`src/hw/axi_pkg.sv`:
```
package axi_pkg;

  typedef logic [3:0]  axi_id_t;
  typedef logic [7:0]  axi_ids_t;
  typedef logic [31:0] axi_addr_t;
  typedef logic [31:0] axi_data_t;
  typedef logic [3:0]  axi_strb_t;
  typedef logic [3:0]  axi_len_t;
  typedef logic [1:0]  axi_resp_t;

  localparam axi_resp_t   resp_okay    = 2'b00;
  localparam axi_resp_t   resp_slverr  = 2'b10;
  localparam logic [3:0]  master_1_idx = 4'd1;
  localparam int unsigned slave_words  = 256;

  typedef enum logic [1:0] {sel_s0, sel_s1, sel_s2, sel_none} slave_sel_t;
  typedef enum logic [1:0] {lock_no, lock_s0, lock_s1, lock_s2} b_lock_t;

  typedef struct packed {
    axi_id_t   id;
    axi_addr_t addr;
    axi_len_t  len;
  } aw_t;

  // Slave side carries the master index in the upper ID nibble
  typedef struct packed {
    axi_ids_t  id;
    axi_addr_t addr;
    axi_len_t  len;
  } aws_t;

  typedef struct packed {
    axi_data_t data;
    axi_strb_t strb;
    logic      last;
  } w_t;

  typedef struct packed {
    axi_id_t   id;
    axi_resp_t resp;
  } b_t;

  typedef struct packed {
    axi_ids_t  id;
    axi_resp_t resp;
  } bs_t;

  function automatic logic [3:0] master_of(axi_ids_t ids);
    return ids[7:4];
  endfunction

  // Address bits 13:12 pick the slave, 1x all land on S2
  function automatic slave_sel_t slave_of(axi_addr_t addr);
    slave_sel_t sel;
    case (addr[13:12])
      2'b00:   sel = sel_s0;
      2'b01:   sel = sel_s1;
      default: sel = sel_s2;
    endcase
    return sel;
  endfunction

endpackage

```
`src/hw/write_router.sv`:
```
module write_router
  import axi_pkg::*;
(
  input  logic clk,
  input  logic rstn,
  // Master side
  input  aw_t  aw,
  input  logic awvalid,
  output logic awready,
  input  w_t   w,
  input  logic wvalid,
  output logic wready,
  // Slave 0
  output aws_t aws_0,
  output logic awvalid_0,
  input  logic awready_0,
  output w_t   w_0,
  output logic wvalid_0,
  input  logic wready_0,
  // Slave 1
  output aws_t aws_1,
  output logic awvalid_1,
  input  logic awready_1,
  output w_t   w_1,
  output logic wvalid_1,
  input  logic wready_1,
  // Slave 2
  output aws_t aws_2,
  output logic awvalid_2,
  input  logic awready_2,
  output w_t   w_2,
  output logic wvalid_2,
  input  logic wready_2,
  output logic wlast_done
);

  slave_sel_t aw_sel;
  slave_sel_t owner;
  logic       live;
  logic       aw_open;
  logic       aw_xfer;
  aws_t       aws_fwd;

  assign aw_sel  = slave_of(aw.addr);
  // No new AW while a burst still owns the W channel
  assign aw_open = live && (owner == sel_none);

  always_comb begin
    aws_fwd.id   = {master_1_idx, aw.id};
    aws_fwd.addr = aw.addr;
    aws_fwd.len  = aw.len;
  end

  assign aws_0 = aws_fwd;
  assign aws_1 = aws_fwd;
  assign aws_2 = aws_fwd;

  assign awvalid_0 = awvalid && aw_open && (aw_sel == sel_s0);
  assign awvalid_1 = awvalid && aw_open && (aw_sel == sel_s1);
  assign awvalid_2 = awvalid && aw_open && (aw_sel == sel_s2);

  always_comb begin
    case (aw_sel)
      sel_s0:  awready = aw_open && awready_0;
      sel_s1:  awready = aw_open && awready_1;
      sel_s2:  awready = aw_open && awready_2;
      default: awready = 1'b0;
    endcase
  end

  assign aw_xfer = awvalid && awready;

  // W follows the registered owner
  assign w_0 = w;
  assign w_1 = w;
  assign w_2 = w;

  assign wvalid_0 = wvalid && (owner == sel_s0);
  assign wvalid_1 = wvalid && (owner == sel_s1);
  assign wvalid_2 = wvalid && (owner == sel_s2);

  always_comb begin
    case (owner)
      sel_s0:  wready = wready_0;
      sel_s1:  wready = wready_1;
      sel_s2:  wready = wready_2;
      default: wready = 1'b0;
    endcase
  end

  assign wlast_done = wvalid && wready && w.last;

  always_ff @(posedge clk, negedge rstn) begin
    if (!rstn) begin
      live  <= 1'b0;
      owner <= sel_none;
    end else begin
      live <= 1'b1;
      if (aw_xfer) begin
        owner <= aw_sel;
      end else if (wlast_done) begin
        owner <= sel_none;
      end
    end
  end

endmodule

```
`src/hw/b_router.sv`:
```
module b_router
  import axi_pkg::*;
(
  input  logic clk,
  input  logic rstn,
  // Slave 0
  input  bs_t  bs_0,
  input  logic bvalid_0,
  output logic bready_0,
  // Slave 1
  input  bs_t  bs_1,
  input  logic bvalid_1,
  output logic bready_1,
  // Slave 2
  input  bs_t  bs_2,
  input  logic bvalid_2,
  output logic bready_2,
  input  logic wlast_done,
  // Master side
  output b_t   b,
  output logic bvalid,
  input  logic bready
);

  b_lock_t    lock_q;
  b_lock_t    lock_d;
  logic [1:0] pend_q;
  logic       b_enable;
  bs_t        bs_sel;
  logic       bvalid_sel;
  logic       bready_sel;
  logic       b_xfer;

  // Bursts whose data is done but whose response has not gone out
  always_ff @(posedge clk, negedge rstn) begin
    if (!rstn) begin
      pend_q <= 2'd0;
    end else begin
      case ({wlast_done, b_xfer})
        2'b10:   pend_q <= pend_q + 2'd1;
        2'b01:   pend_q <= pend_q - 2'd1;
        default: pend_q <= pend_q;
      endcase
    end
  end

  assign b_enable = (pend_q != 2'd0);

  always_ff @(posedge clk, negedge rstn) begin
    if (!rstn) begin
      lock_q <= lock_no;
    end else begin
      lock_q <= lock_d;
    end
  end

  // Rotate to the next waiting slave after each transfer
  always_comb begin
    lock_d = lock_q;
    unique case (lock_q)
      lock_s0: if (b_xfer) lock_d = bvalid_1 ? lock_s1 : (bvalid_2 ? lock_s2 : lock_no);
      lock_s1: if (b_xfer) lock_d = bvalid_2 ? lock_s2 : (bvalid_0 ? lock_s0 : lock_no);
      lock_s2: if (b_xfer) lock_d = bvalid_0 ? lock_s0 : (bvalid_1 ? lock_s1 : lock_no);
      lock_no: begin
        if (b_enable) begin
          if (bvalid_0) lock_d = lock_s0;
          else if (bvalid_1) lock_d = lock_s1;
          else if (bvalid_2) lock_d = lock_s2;
        end
      end
    endcase
  end

  // Mux from the locked slave
  always_comb begin
    bs_sel.id   = '0;
    bs_sel.resp = resp_slverr;
    bvalid_sel  = 1'b0;
    unique case (lock_q)
      lock_s0: begin
        bs_sel     = bs_0;
        bvalid_sel = bvalid_0;
      end
      lock_s1: begin
        bs_sel     = bs_1;
        bvalid_sel = bvalid_1;
      end
      lock_s2: begin
        bs_sel     = bs_2;
        bvalid_sel = bvalid_2;
      end
      lock_no: ;
    endcase
  end

  assign bready_0 = (lock_q == lock_s0) && bready_sel;
  assign bready_1 = (lock_q == lock_s1) && bready_sel;
  assign bready_2 = (lock_q == lock_s2) && bready_sel;

  // Master decode, other masters never see their response here
  always_comb begin
    b.id       = '0;
    b.resp     = resp_slverr;
    bvalid     = 1'b0;
    bready_sel = 1'b0;
    if (master_of(bs_sel.id) == master_1_idx) begin
      b.id       = bs_sel.id[3:0];
      b.resp     = bs_sel.resp;
      bvalid     = bvalid_sel;
      bready_sel = bready;
    end
  end

  assign b_xfer = bvalid && bready;

endmodule

```
`src/hw/write_slave.sv`:
```
module write_slave
  import axi_pkg::*;
#(
  parameter int unsigned region_base = 0,
  parameter int unsigned resp_delay  = 1
) (
  input  logic clk,
  input  logic rstn,
  input  aws_t aws,
  input  logic awvalid,
  output logic awready,
  input  w_t   w,
  input  logic wvalid,
  output logic wready,
  output bs_t  bs,
  output logic bvalid,
  input  logic bready
);

  typedef enum logic [1:0] {s_idle, s_data, s_wait, s_resp} slave_state_t;

  slave_state_t state;
  axi_ids_t     id_q;
  logic [11:0]  word_q;
  axi_len_t     len_q;
  axi_len_t     beat_q;
  logic         err_q;
  logic [3:0]   delay_q;
  logic [12:0]  cur_word;
  logic         beat_err;
  logic         aw_xfer;
  logic         w_xfer;

  assign awready = (state == s_idle);
  assign wready  = (state == s_data);
  assign bvalid  = (state == s_resp);

  assign aw_xfer = awvalid && awready;
  assign w_xfer  = wvalid && wready;

  // Word index of this beat, relative to the region start
  assign cur_word = {1'b0, word_q} + 13'(beat_q);

  // Past the region end, empty strobe, or last not on the expected beat
  assign beat_err = (cur_word >= 13'(slave_words)) || (w.strb == '0) ||
                    (w.last != (beat_q == len_q));

  always_ff @(posedge clk, negedge rstn) begin
    if (!rstn) begin
      state   <= s_idle;
      delay_q <= 4'd0;
    end else begin
      unique case (state)
        s_idle: if (aw_xfer) state <= s_data;
        s_data: begin
          if (w_xfer && w.last) begin
            state   <= s_wait;
            delay_q <= 4'(resp_delay - 1);
          end
        end
        s_wait: begin
          if (delay_q == 4'd0) state <= s_resp;
          else delay_q <= delay_q - 4'd1;
        end
        s_resp: if (bready) state <= s_idle;
      endcase
    end
  end

  always_ff @(posedge clk) begin
    if (aw_xfer) begin
      id_q   <= aws.id;
      word_q <= aws.addr[13:2] - (12'(region_base) << 10);
      len_q  <= aws.len;
      beat_q <= '0;
      err_q  <= 1'b0;
    end else if (w_xfer) begin
      beat_q <= beat_q + 4'd1;
      err_q  <= err_q || beat_err;
    end
  end

  assign bs.id   = id_q;
  assign bs.resp = err_q ? resp_slverr : resp_okay;

endmodule

```
`src/hw/axi_write_sub.sv`:
```
module axi_write_sub
  import axi_pkg::*;
(
  input  logic clk,
  input  logic rstn,
  input  aw_t  aw,
  input  logic awvalid,
  output logic awready,
  input  w_t   w,
  input  logic wvalid,
  output logic wready,
  output b_t   b,
  output logic bvalid,
  input  logic bready
);

  aws_t aws_0;
  aws_t aws_1;
  aws_t aws_2;
  logic awvalid_0;
  logic awvalid_1;
  logic awvalid_2;
  logic awready_0;
  logic awready_1;
  logic awready_2;
  w_t   w_0;
  w_t   w_1;
  w_t   w_2;
  logic wvalid_0;
  logic wvalid_1;
  logic wvalid_2;
  logic wready_0;
  logic wready_1;
  logic wready_2;
  bs_t  bs_0;
  bs_t  bs_1;
  bs_t  bs_2;
  logic bvalid_0;
  logic bvalid_1;
  logic bvalid_2;
  logic bready_0;
  logic bready_1;
  logic bready_2;
  logic wlast_done;

  write_router write_router_inst (.*);

  write_slave #(.region_base(0), .resp_delay(2)) write_slave_0_inst (
    .clk, .rstn,
    .aws(aws_0), .awvalid(awvalid_0), .awready(awready_0),
    .w(w_0), .wvalid(wvalid_0), .wready(wready_0),
    .bs(bs_0), .bvalid(bvalid_0), .bready(bready_0)
  );

  write_slave #(.region_base(1), .resp_delay(5)) write_slave_1_inst (
    .clk, .rstn,
    .aws(aws_1), .awvalid(awvalid_1), .awready(awready_1),
    .w(w_1), .wvalid(wvalid_1), .wready(wready_1),
    .bs(bs_1), .bvalid(bvalid_1), .bready(bready_1)
  );

  write_slave #(.region_base(2), .resp_delay(1)) write_slave_2_inst (
    .clk, .rstn,
    .aws(aws_2), .awvalid(awvalid_2), .awready(awready_2),
    .w(w_2), .wvalid(wvalid_2), .wready(wready_2),
    .bs(bs_2), .bvalid(bvalid_2), .bready(bready_2)
  );

  b_router b_router_inst (.*);

endmodule

```
`config.mk`:
```
export PLATFORM = sky130hd
export DESIGN_NAME = axi_write_sub
export DESIGN_NICKNAME = d
export VERILOG_FILES = /design/src/hw/axi_pkg.sv /design/src/hw/write_router.sv /design/src/hw/b_router.sv /design/src/hw/write_slave.sv /design/src/hw/axi_write_sub.sv
export SDC_FILE = /design/constraint.sdc
export NUM_CORES = 1
export LEC_CHECK = 0
export BUFFER_PORTS_ARGS = -buffer_cell sky130_fd_sc_hd__buf_2
export CAP_MARGIN = 20
export CORE_MARGIN = 10
export CORE_UTILIZATION = 50
export CTS_CLUSTER_DIAMETER = 40
export CTS_CLUSTER_SIZE = 24
export DETAILED_ROUTE_END_ITERATION = 8
export GPL_TIMING_DRIVEN = 0
export PLACE_DENSITY = 0.76
export SETUP_SLACK_MARGIN = 0.2
export SYNTH_ARGS = -nofsm -noshare
export SYNTH_HDL_FRONTEND = slang
export SYNTH_SLANG_ARGS = --single-unit
```
`constraint.sdc`:
```
create_clock -name clk -period 2 [get_ports clk]
set_input_delay 0.2 -clock clk [delete_from_list [all_inputs] [get_ports clk]]
set_output_delay 0.2 -clock clk [all_outputs]
set_load 0.02 [all_outputs]
```
==> impl_metrics.ini, run 1 <==
[global_routing]
grt_start_max_net_pins = 26
antenna_found_initial = 0
grt_use_total_pct = 14.66
grt_overflow_total = 0
grt_pass1_vias = 3560
grt_pass1_wl_microns = 17080

[pwr]
p_sw_share_pct = 36.98
pwr-share-seq_pct = 38.7
internal-power_mw = 4.783
p_leak_nw = 2.501
finalPower_mw = 7.590
p_sw_mw = 2.807
p_comb_share_pct = 44.9
clockPowerShare_pct = 16.4
peakVddDrop_mv = 0.5616
powerDensity_nw_per_um2 = 1247

[route]
dr.pass1.iters = 5
wire_per_inst_microns = 17.93
detail-route-antenna-nets = 0
vias_per_cell = 5.545
drt-total-wl_microns = 11220
drt-initial-drc-count = 313
num_vias = 3471
remaining_drc_errors = 0

[setup_path]
setup.worst_path.end_class = flip-flop
cp.required_ns = 2.26
path_class = reg2reg
path_max_fanout = 5
r2r_start = write_router_inst.owner[0]
crit_start = write_router_inst.owner[0]
arrival_ns = 2.24
worstSetupStartpointType = flip-flop

[yosys]
synth_compound_area_share_pct = 10.32
avgSynthCellArea_sq_um = 12.16
async_flop_share_pct = 25.00
netlist_area_sq_um = 4911
syn_nets = 524
synth.area.mux_share_pct = 3.949
yosys.area_share.simple_pct = 11.80
synth_top_flop_cell = edfxtp_1
synth-seq-cells = 100
synth_xor_area_share_pct = 4.815
synth-edff-count = 60
synthAdderAreaFrac_pct = 10.14
synth_cell_type_count = 59
ys_seq_area_share_pct = 55.59
synthCells = 404
synth_top_family_by_area = simple AND/OR/NAND/NOR gates
yosysWarnings = 0

[floorplan]
start_util_pct = 50.71
dieArea_sq_um = 14190
fp-row-count = 36
pin_count = 91
core_area_sq_um = 9684
dieHeight_microns = 119.1
die_w_microns = 119.1

[place]
place.gp.congestion = 0.7915
dpl.hpwl_microns = 7129
place_area_sq_um = 5313
port-buffer-count = 36

[cts]
cts_max_level = 3
numCtsBuffers = 9
clockRootBuffer = clkbuf_8
cts_tree = yes
clock_latency_ns = 0.37
clock_sinks = 100
clkSlewWorstSetupHoldPaths_ns = 0.11
clock_path_buffers = 2

[sta]
worstMarginPinSlew_ns = 0.5945
clock.fmax_mhz = 504.7
hold_viol_final = 0
setup_violations = 0
rsz0062_at_grt = yes
maxSlewViolCount = 0
relSlewSlack_pct = 60.37
fin_skew_ns = 0.01863
fin_crit_sh_pct = 99.06
fin_crit_ns = 1.981

[cells_and_area]
final_nets = 608
design_area_sq_um = 6086
area_growth_pct = 23.92
n_antenna_cell = 0
fillCellCount = 728
top_regs = write_slave_0_inst.word_q: 12 flops, write_slave_1_inst.word_q: 12 flops, write_slave_2_inst.word_q: 12 flops
drive_above_1_share_pct = 31.44
final_core_util_pct = 62.84

[status]
status = complete, no violations

[run]
cap_violations = 0

[min_path]
min-delay-start = aw[2]
hold_path.class = in2reg
metrics by stage:
stage                     hold WS [ns]  cells  worst slack, ns  TNS (ns)
after floorplan               -0.09559    404           0.1417         0
after global placement          0.2344    573         0.004419         0
after detailed placement        0.2353    573         -0.01572   -0.2316
after CTS                     0.007565    604          0.03248         0
after global routing          0.001600    626         -0.06488   -0.1587
final                          0.02808    626          0.01872         0
power by group through the flow:
stage | combinational, mW | clock [mW] | sequential, mW
final | 3.41 | 1.25 | 2.93
after global routing | 3.73 | 1.38 | 2.99
after CTS | 2.86 | 1.29 | 2.89
after detailed placement | 2.57 | 0 | 2.94
after global placement | 2.45 | 0 | 2.92
after floorplan | 2.03 | 0 | 2.85
synthesized netlist by cell type (2+ instances only):
library cell	instances	area, sq um
edfxtp_1	60	1802
ha_1	35	437.9
nor2_1	31	116.4
inv_1	24	90.09
dfrtp_1	23	575.6
nand2_1	22	82.58
xnor2_1	16	140.1
dfxtp_1	15	300.3
o21ai_0	13	65.06
a21oi_1	12	60.06
a22o_1	12	105.1
xor2_1	11	96.34
mux2i_1	10	100.1
nand4_1	10	62.56
nand3_1	8	40.04
clkbuf_1	7	26.28
mux2_2	6	67.56
nand2b_1	5	31.28
o22ai_1	5	31.28
and3_1	4	25.02
buf_2	4	20.02
nor2b_1	4	25.02
nor3b_1	4	30.03
o31ai_1	4	30.03
a211oi_1	3	22.52
buf_4	3	22.52
fa_1	3	60.06
nand3b_1	3	22.52
nor4_1	3	18.77
o22a_1	3	26.28
or4_1	3	22.52
a222oi_1	2	20.02
a22oi_1	2	15.01
and2_1	2	12.51
and4b_1	2	20.02
conb_1	2	7.510
dfstp_2	2	52.55
nor3_1	2	10.01
o211a_1	2	20.02
o21ai_1	2	10.01
o21bai_1	2	15.01
routing by layer:
layer	track usage, %	share of wire, %
met2	25.17	53
met1	17.49	41
met5	0	0
met4	4.351	1.6
met3	4.110	4.5
critical path: stages, from the launching register on:
cell	delay [ns]
dfstp_2	0.54
buf_6	0.10
and4_1	0.19
buf_6	0.11
nand2_2	0.05
a222oi_1	0.39
o21ai_1	0.17
mux2_4	0.33
final timing paths:
check,endpoint,slack [ns],cells past startpoint
worst max-delay path,write_slave_0_inst.state[1],0.02,7
worst min-delay path,write_slave_2_inst.len_q[2],0.03,1
worst max register to register,write_slave_0_inst.state[1],0.02,7
worst min register to register,b_router_inst.pend_q[1],0.51,1
max in group asynchronous,write_slave_2_inst.state[0],1.21,2
min in group asynchronous,write_slave_1_inst.delay_q[2],0.35,2
cells in the final DEF, fill, tap and decap left out, types with 4 or more instances in the layout:
master,Yosys,final
dfxtp_1,15,13
nand3_1,8,8
mux2_4,1,6
mux2i_1,10,10
buf_2,4,30
ha_4,0,4
buf_6,0,13
clkbuf_8,0,9
o21ai_1,2,4
o22ai_1,5,4
nand2b_1,5,4
a22o_1,12,11
dfrtp_1,23,21
a21oi_1,12,11
ha_1,35,25
nor2_1,31,31
o31ai_1,4,4
nand2_1,22,20
inv_1,24,15
xnor2_1,16,16
o21ai_0,13,7
xor2_1,11,11
ha_2,0,6
buf_4,3,33
inv_2,0,9
nand4_1,10,10
edfxtp_1,60,60
kinds of logic after synthesis:
| group | Yosys count |
|---|---|
| flip-flops | 100 |
| AO/OA/AOI/OAI | 72 |
| buffers and inverters | 38 |
| other | 2 |
| adder cells (fa/ha/maj) | 38 |
| AND/OR/NAND/NOR | 109 |
| XOR/XNOR | 27 |
| multiplexers | 18 |
cell type report:
cell class                 count  area, sq um  area share, %
multi-input combinational    266         2217          36.43
clock inverter                 7        67.56          1.110
sequential                   100         2735          44.94
clock buffer                   9        123.9          2.035
inverter                      24        90.09          1.480
tap                          133        166.4          2.734
buffer                        14        135.1          2.220
timing repair buffer          73        550.5          9.046
timing repair:
| action | in CTS | in global routing |
|---|---|---|
| hold buffers | 1 | 0 |
| endpoints found under the setup margin | 94 | 94 |
| setup buffers | 14 | 18 |
| pin swaps | 3 | 15 |
| cloned | 0 | 4 |
| hold endpoints to repair | 23 | 0 |
| gates resized for setup | 25 | 65 |
No activity file was read; power rests on OpenSTA's default activity.
==> run 2, diff against run 1 <==
Settings changed: CORE_UTILIZATION 50 to 60, PLACE_DENSITY 0.76 to 0.85.
Clock period 2 ns to 2.4 ns, I/O delays scaled along.
==> run 2 against run 1 <==
Against the previous run: first-iteration DRC count shrank 34%; count of clock-buffer cells in the layout up 1; setup slack better by 0.26 ns; via count down 3.2%.
==> impl_metrics.ini, run 2 (synthesis results as in run 1) <==
[pwr]
p_comb_share_pct = 38.8
finalPower_mw = 5.648
p_sw_mw = 2.131
internal-power_mw = 3.517
pwr-share-seq_pct = 42.8
p_leak_nw = 2.268
clockPowerShare_pct = 18.5
powerDensity_nw_per_um2 = 1025
p_sw_share_pct = 37.73
peakVddDrop_mv = 0.5544

[place]
dpl.hpwl_microns = 7592
port-buffer-count = 36
place.gp.congestion = 0.8529

[cts]
clockRootBuffer = clkbuf_8
clock_sinks = 100
cts_tree = yes
clock_path_buffers = 2
clock_latency_ns = 0.37
clkSlewWorstSetupHoldPaths_ns = 0.11
cts_max_level = 3
numCtsBuffers = 9

[sta]
maxSlewViolCount = 0
fin_crit_ns = 2.124
fin_skew_ns = 0.01346
rsz0062_at_grt = no
setup_violations = 0
worstMarginPinSlew_ns = 0.6136
hold_viol_final = 0
fin_setup_tns_ns = 0
relSlewSlack_pct = 58.98
hold_ws_ns = 0.06817
fin_crit_sh_pct = 88.50
clock.fmax_mhz = 470.8

[cells_and_area]
top_regs = write_slave_0_inst.word_q: 12 flops, write_slave_1_inst.word_q: 12 flops, write_slave_2_inst.word_q: 12 flops
final_nets = 579
drive_above_1_share_pct = 18.10
n_antenna_cell = 0
final_core_util_pct = 70.22
final_common_cell = edfxtp_1
area_growth_pct = 12.20
fillCellCount = 579
final_cell_mix = 60 x edfxtp_1, 40 x buf_2, 34 x ha_1, 31 x nor2_1, 24 x inv_1

[route]
num_vias = 3361
wire_per_inst_microns = 18.30
drt-initial-drc-count = 207
detail-route-antenna-nets = 0
dr.pass1.iters = 5
vias_per_cell = 5.938
remaining_drc_errors = 0
drt-total-wl_microns = 10360

[setup_path]
r2r_start = write_slave_1_inst.state[1]
worst-r2r-setup-slack_ns = 0.28
cp.required_ns = 2.70
path_class = reg2reg
arrival_ns = 2.42
slowest_stage = dfrtp_1
cp_top_family = adder cells
worstSetupStartpointType = flip-flop
crit_buf_inv = 2
setup.worst_path.end_class = flip-flop
crit_path_cell_trace = inv_1 -> ha_1 -> mux2i_1 -> o21ai_0 -> and3_4 -> inv_1 -> ha_1 -> nor2_1 -> xor2_1
crit_start = write_slave_1_inst.state[1]
cpPeakStageDelay_ns = 0.42
path_max_fanout = 4

[floorplan]
dieArea_sq_um = 12200
dieHeight_microns = 110.5
fp-row-count = 32
die_w_microns = 110.5
start_util_pct = 62.58
core_area_sq_um = 7848
pin_count = 91

[status]
status = complete, no violations

[min_path]
min-delay-start = aw[0]
hold_path.class = in2reg

[global_routing]
grt_use_total_pct = 16.46
grt_overflow_total = 0
grt_pass1_vias = 3518
grt_pass1_wl_microns = 16860
antenna_found_initial = 0
grt_start_max_net_pins = 26

[run]
cap_violations = 0
-- run 2: changes by cell type in the layout (fill, tap and decap cells not counted), moves of 5 or more --
cell	delta
mux2_2	+5
buf_6	-13
buf_4	-26
mux2_4	-5
ha_1	+9
inv_1	+9
o21ai_0	+6
ha_2	-5
inv_2	-9
buf_2	+10
-- run 2: worst paths after layout --
kind                                            endpoint  cells past startpoint
hold / removal               write_slave_1_inst.len_q[0]                      1
min in group asynchronous  write_slave_1_inst.delay_q[3]                      2
setup reg to reg                 b_router_inst.pend_q[1]                      9
setup / recovery                 b_router_inst.pend_q[1]                      9
hold reg to reg                  b_router_inst.pend_q[1]                      1
max in group asynchronous     write_router_inst.owner[0]                      2
-- run 2: power by group through the flow --
stage / Clock (mW) / Sequential [mW] / Combinational, mW
after detailed placement: 0 / 2.45 / 2.10
after global routing: 1.13 / 2.46 / 2.44
after CTS: 1.06 / 2.41 / 2.13
after floorplan: 0 / 2.37 / 1.62
after global placement: 0 / 2.43 / 1.97
final: 1.04 / 2.42 / 2.19
-- run 2: layout make-up --
| cell class | count | area [sq um] | area share (%) |
|---|---|---|---|
| Multi-Input combinational cell | 266 | 2037 | 36.97 |
| Sequential cell | 100 | 2730 | 49.55 |
| Tap cell | 102 | 127.6 | 2.316 |
| Clock inverter | 6 | 60.06 | 1.090 |
| Timing Repair Buffer | 44 | 265.3 | 4.814 |
| Inverter | 24 | 90.09 | 1.635 |
| Clock buffer | 10 | 127.6 | 2.316 |
| Buffer | 14 | 72.57 | 1.317 |
-- run 2: worst reg2reg max path, cell delays in order (launching register included) --
cell     delay, ns
dfrtp_1       0.42
inv_1         0.10
ha_1          0.20
mux2i_1       0.09
o21ai_0       0.33
and3_4        0.28
inv_1         0.04
ha_1          0.30
nor2_1        0.15
xor2_1        0.15
-- run 2: stage by stage --
step / setup slack [ns] / instance area (sq um) / instances
after floorplan: 0.2243 / 4911 / 404
final: 0.2761 / 5510 / 566
after CTS: 0.2729 / 5465 / 562
after detailed placement: 0.1424 / 5264 / 545
after global routing: 0.2006 / 5510 / 566
after global placement: -0.1320 / 5219 / 542
-- run 2: repair_timing --
| item | CTS | global route |
|---|---|---|
| pin swaps | 0 | 2 |
| gates resized for setup | 3 | 4 |
| setup endpoints to repair | 39 | 4 |
| hold buffers | 1 | 0 |
| setup buffers | 0 | 4 |
| hold endpoints to repair | 23 | 0 |
-- run 2: layer usage --
metal | part of all wire [%] | GRT usage [%]
met3 | 6.2 | 3.944
met1 | 40 | 19.26
met5 | 0 | 0
met2 | 51 | 28.33
met4 | 2.4 | 6.477
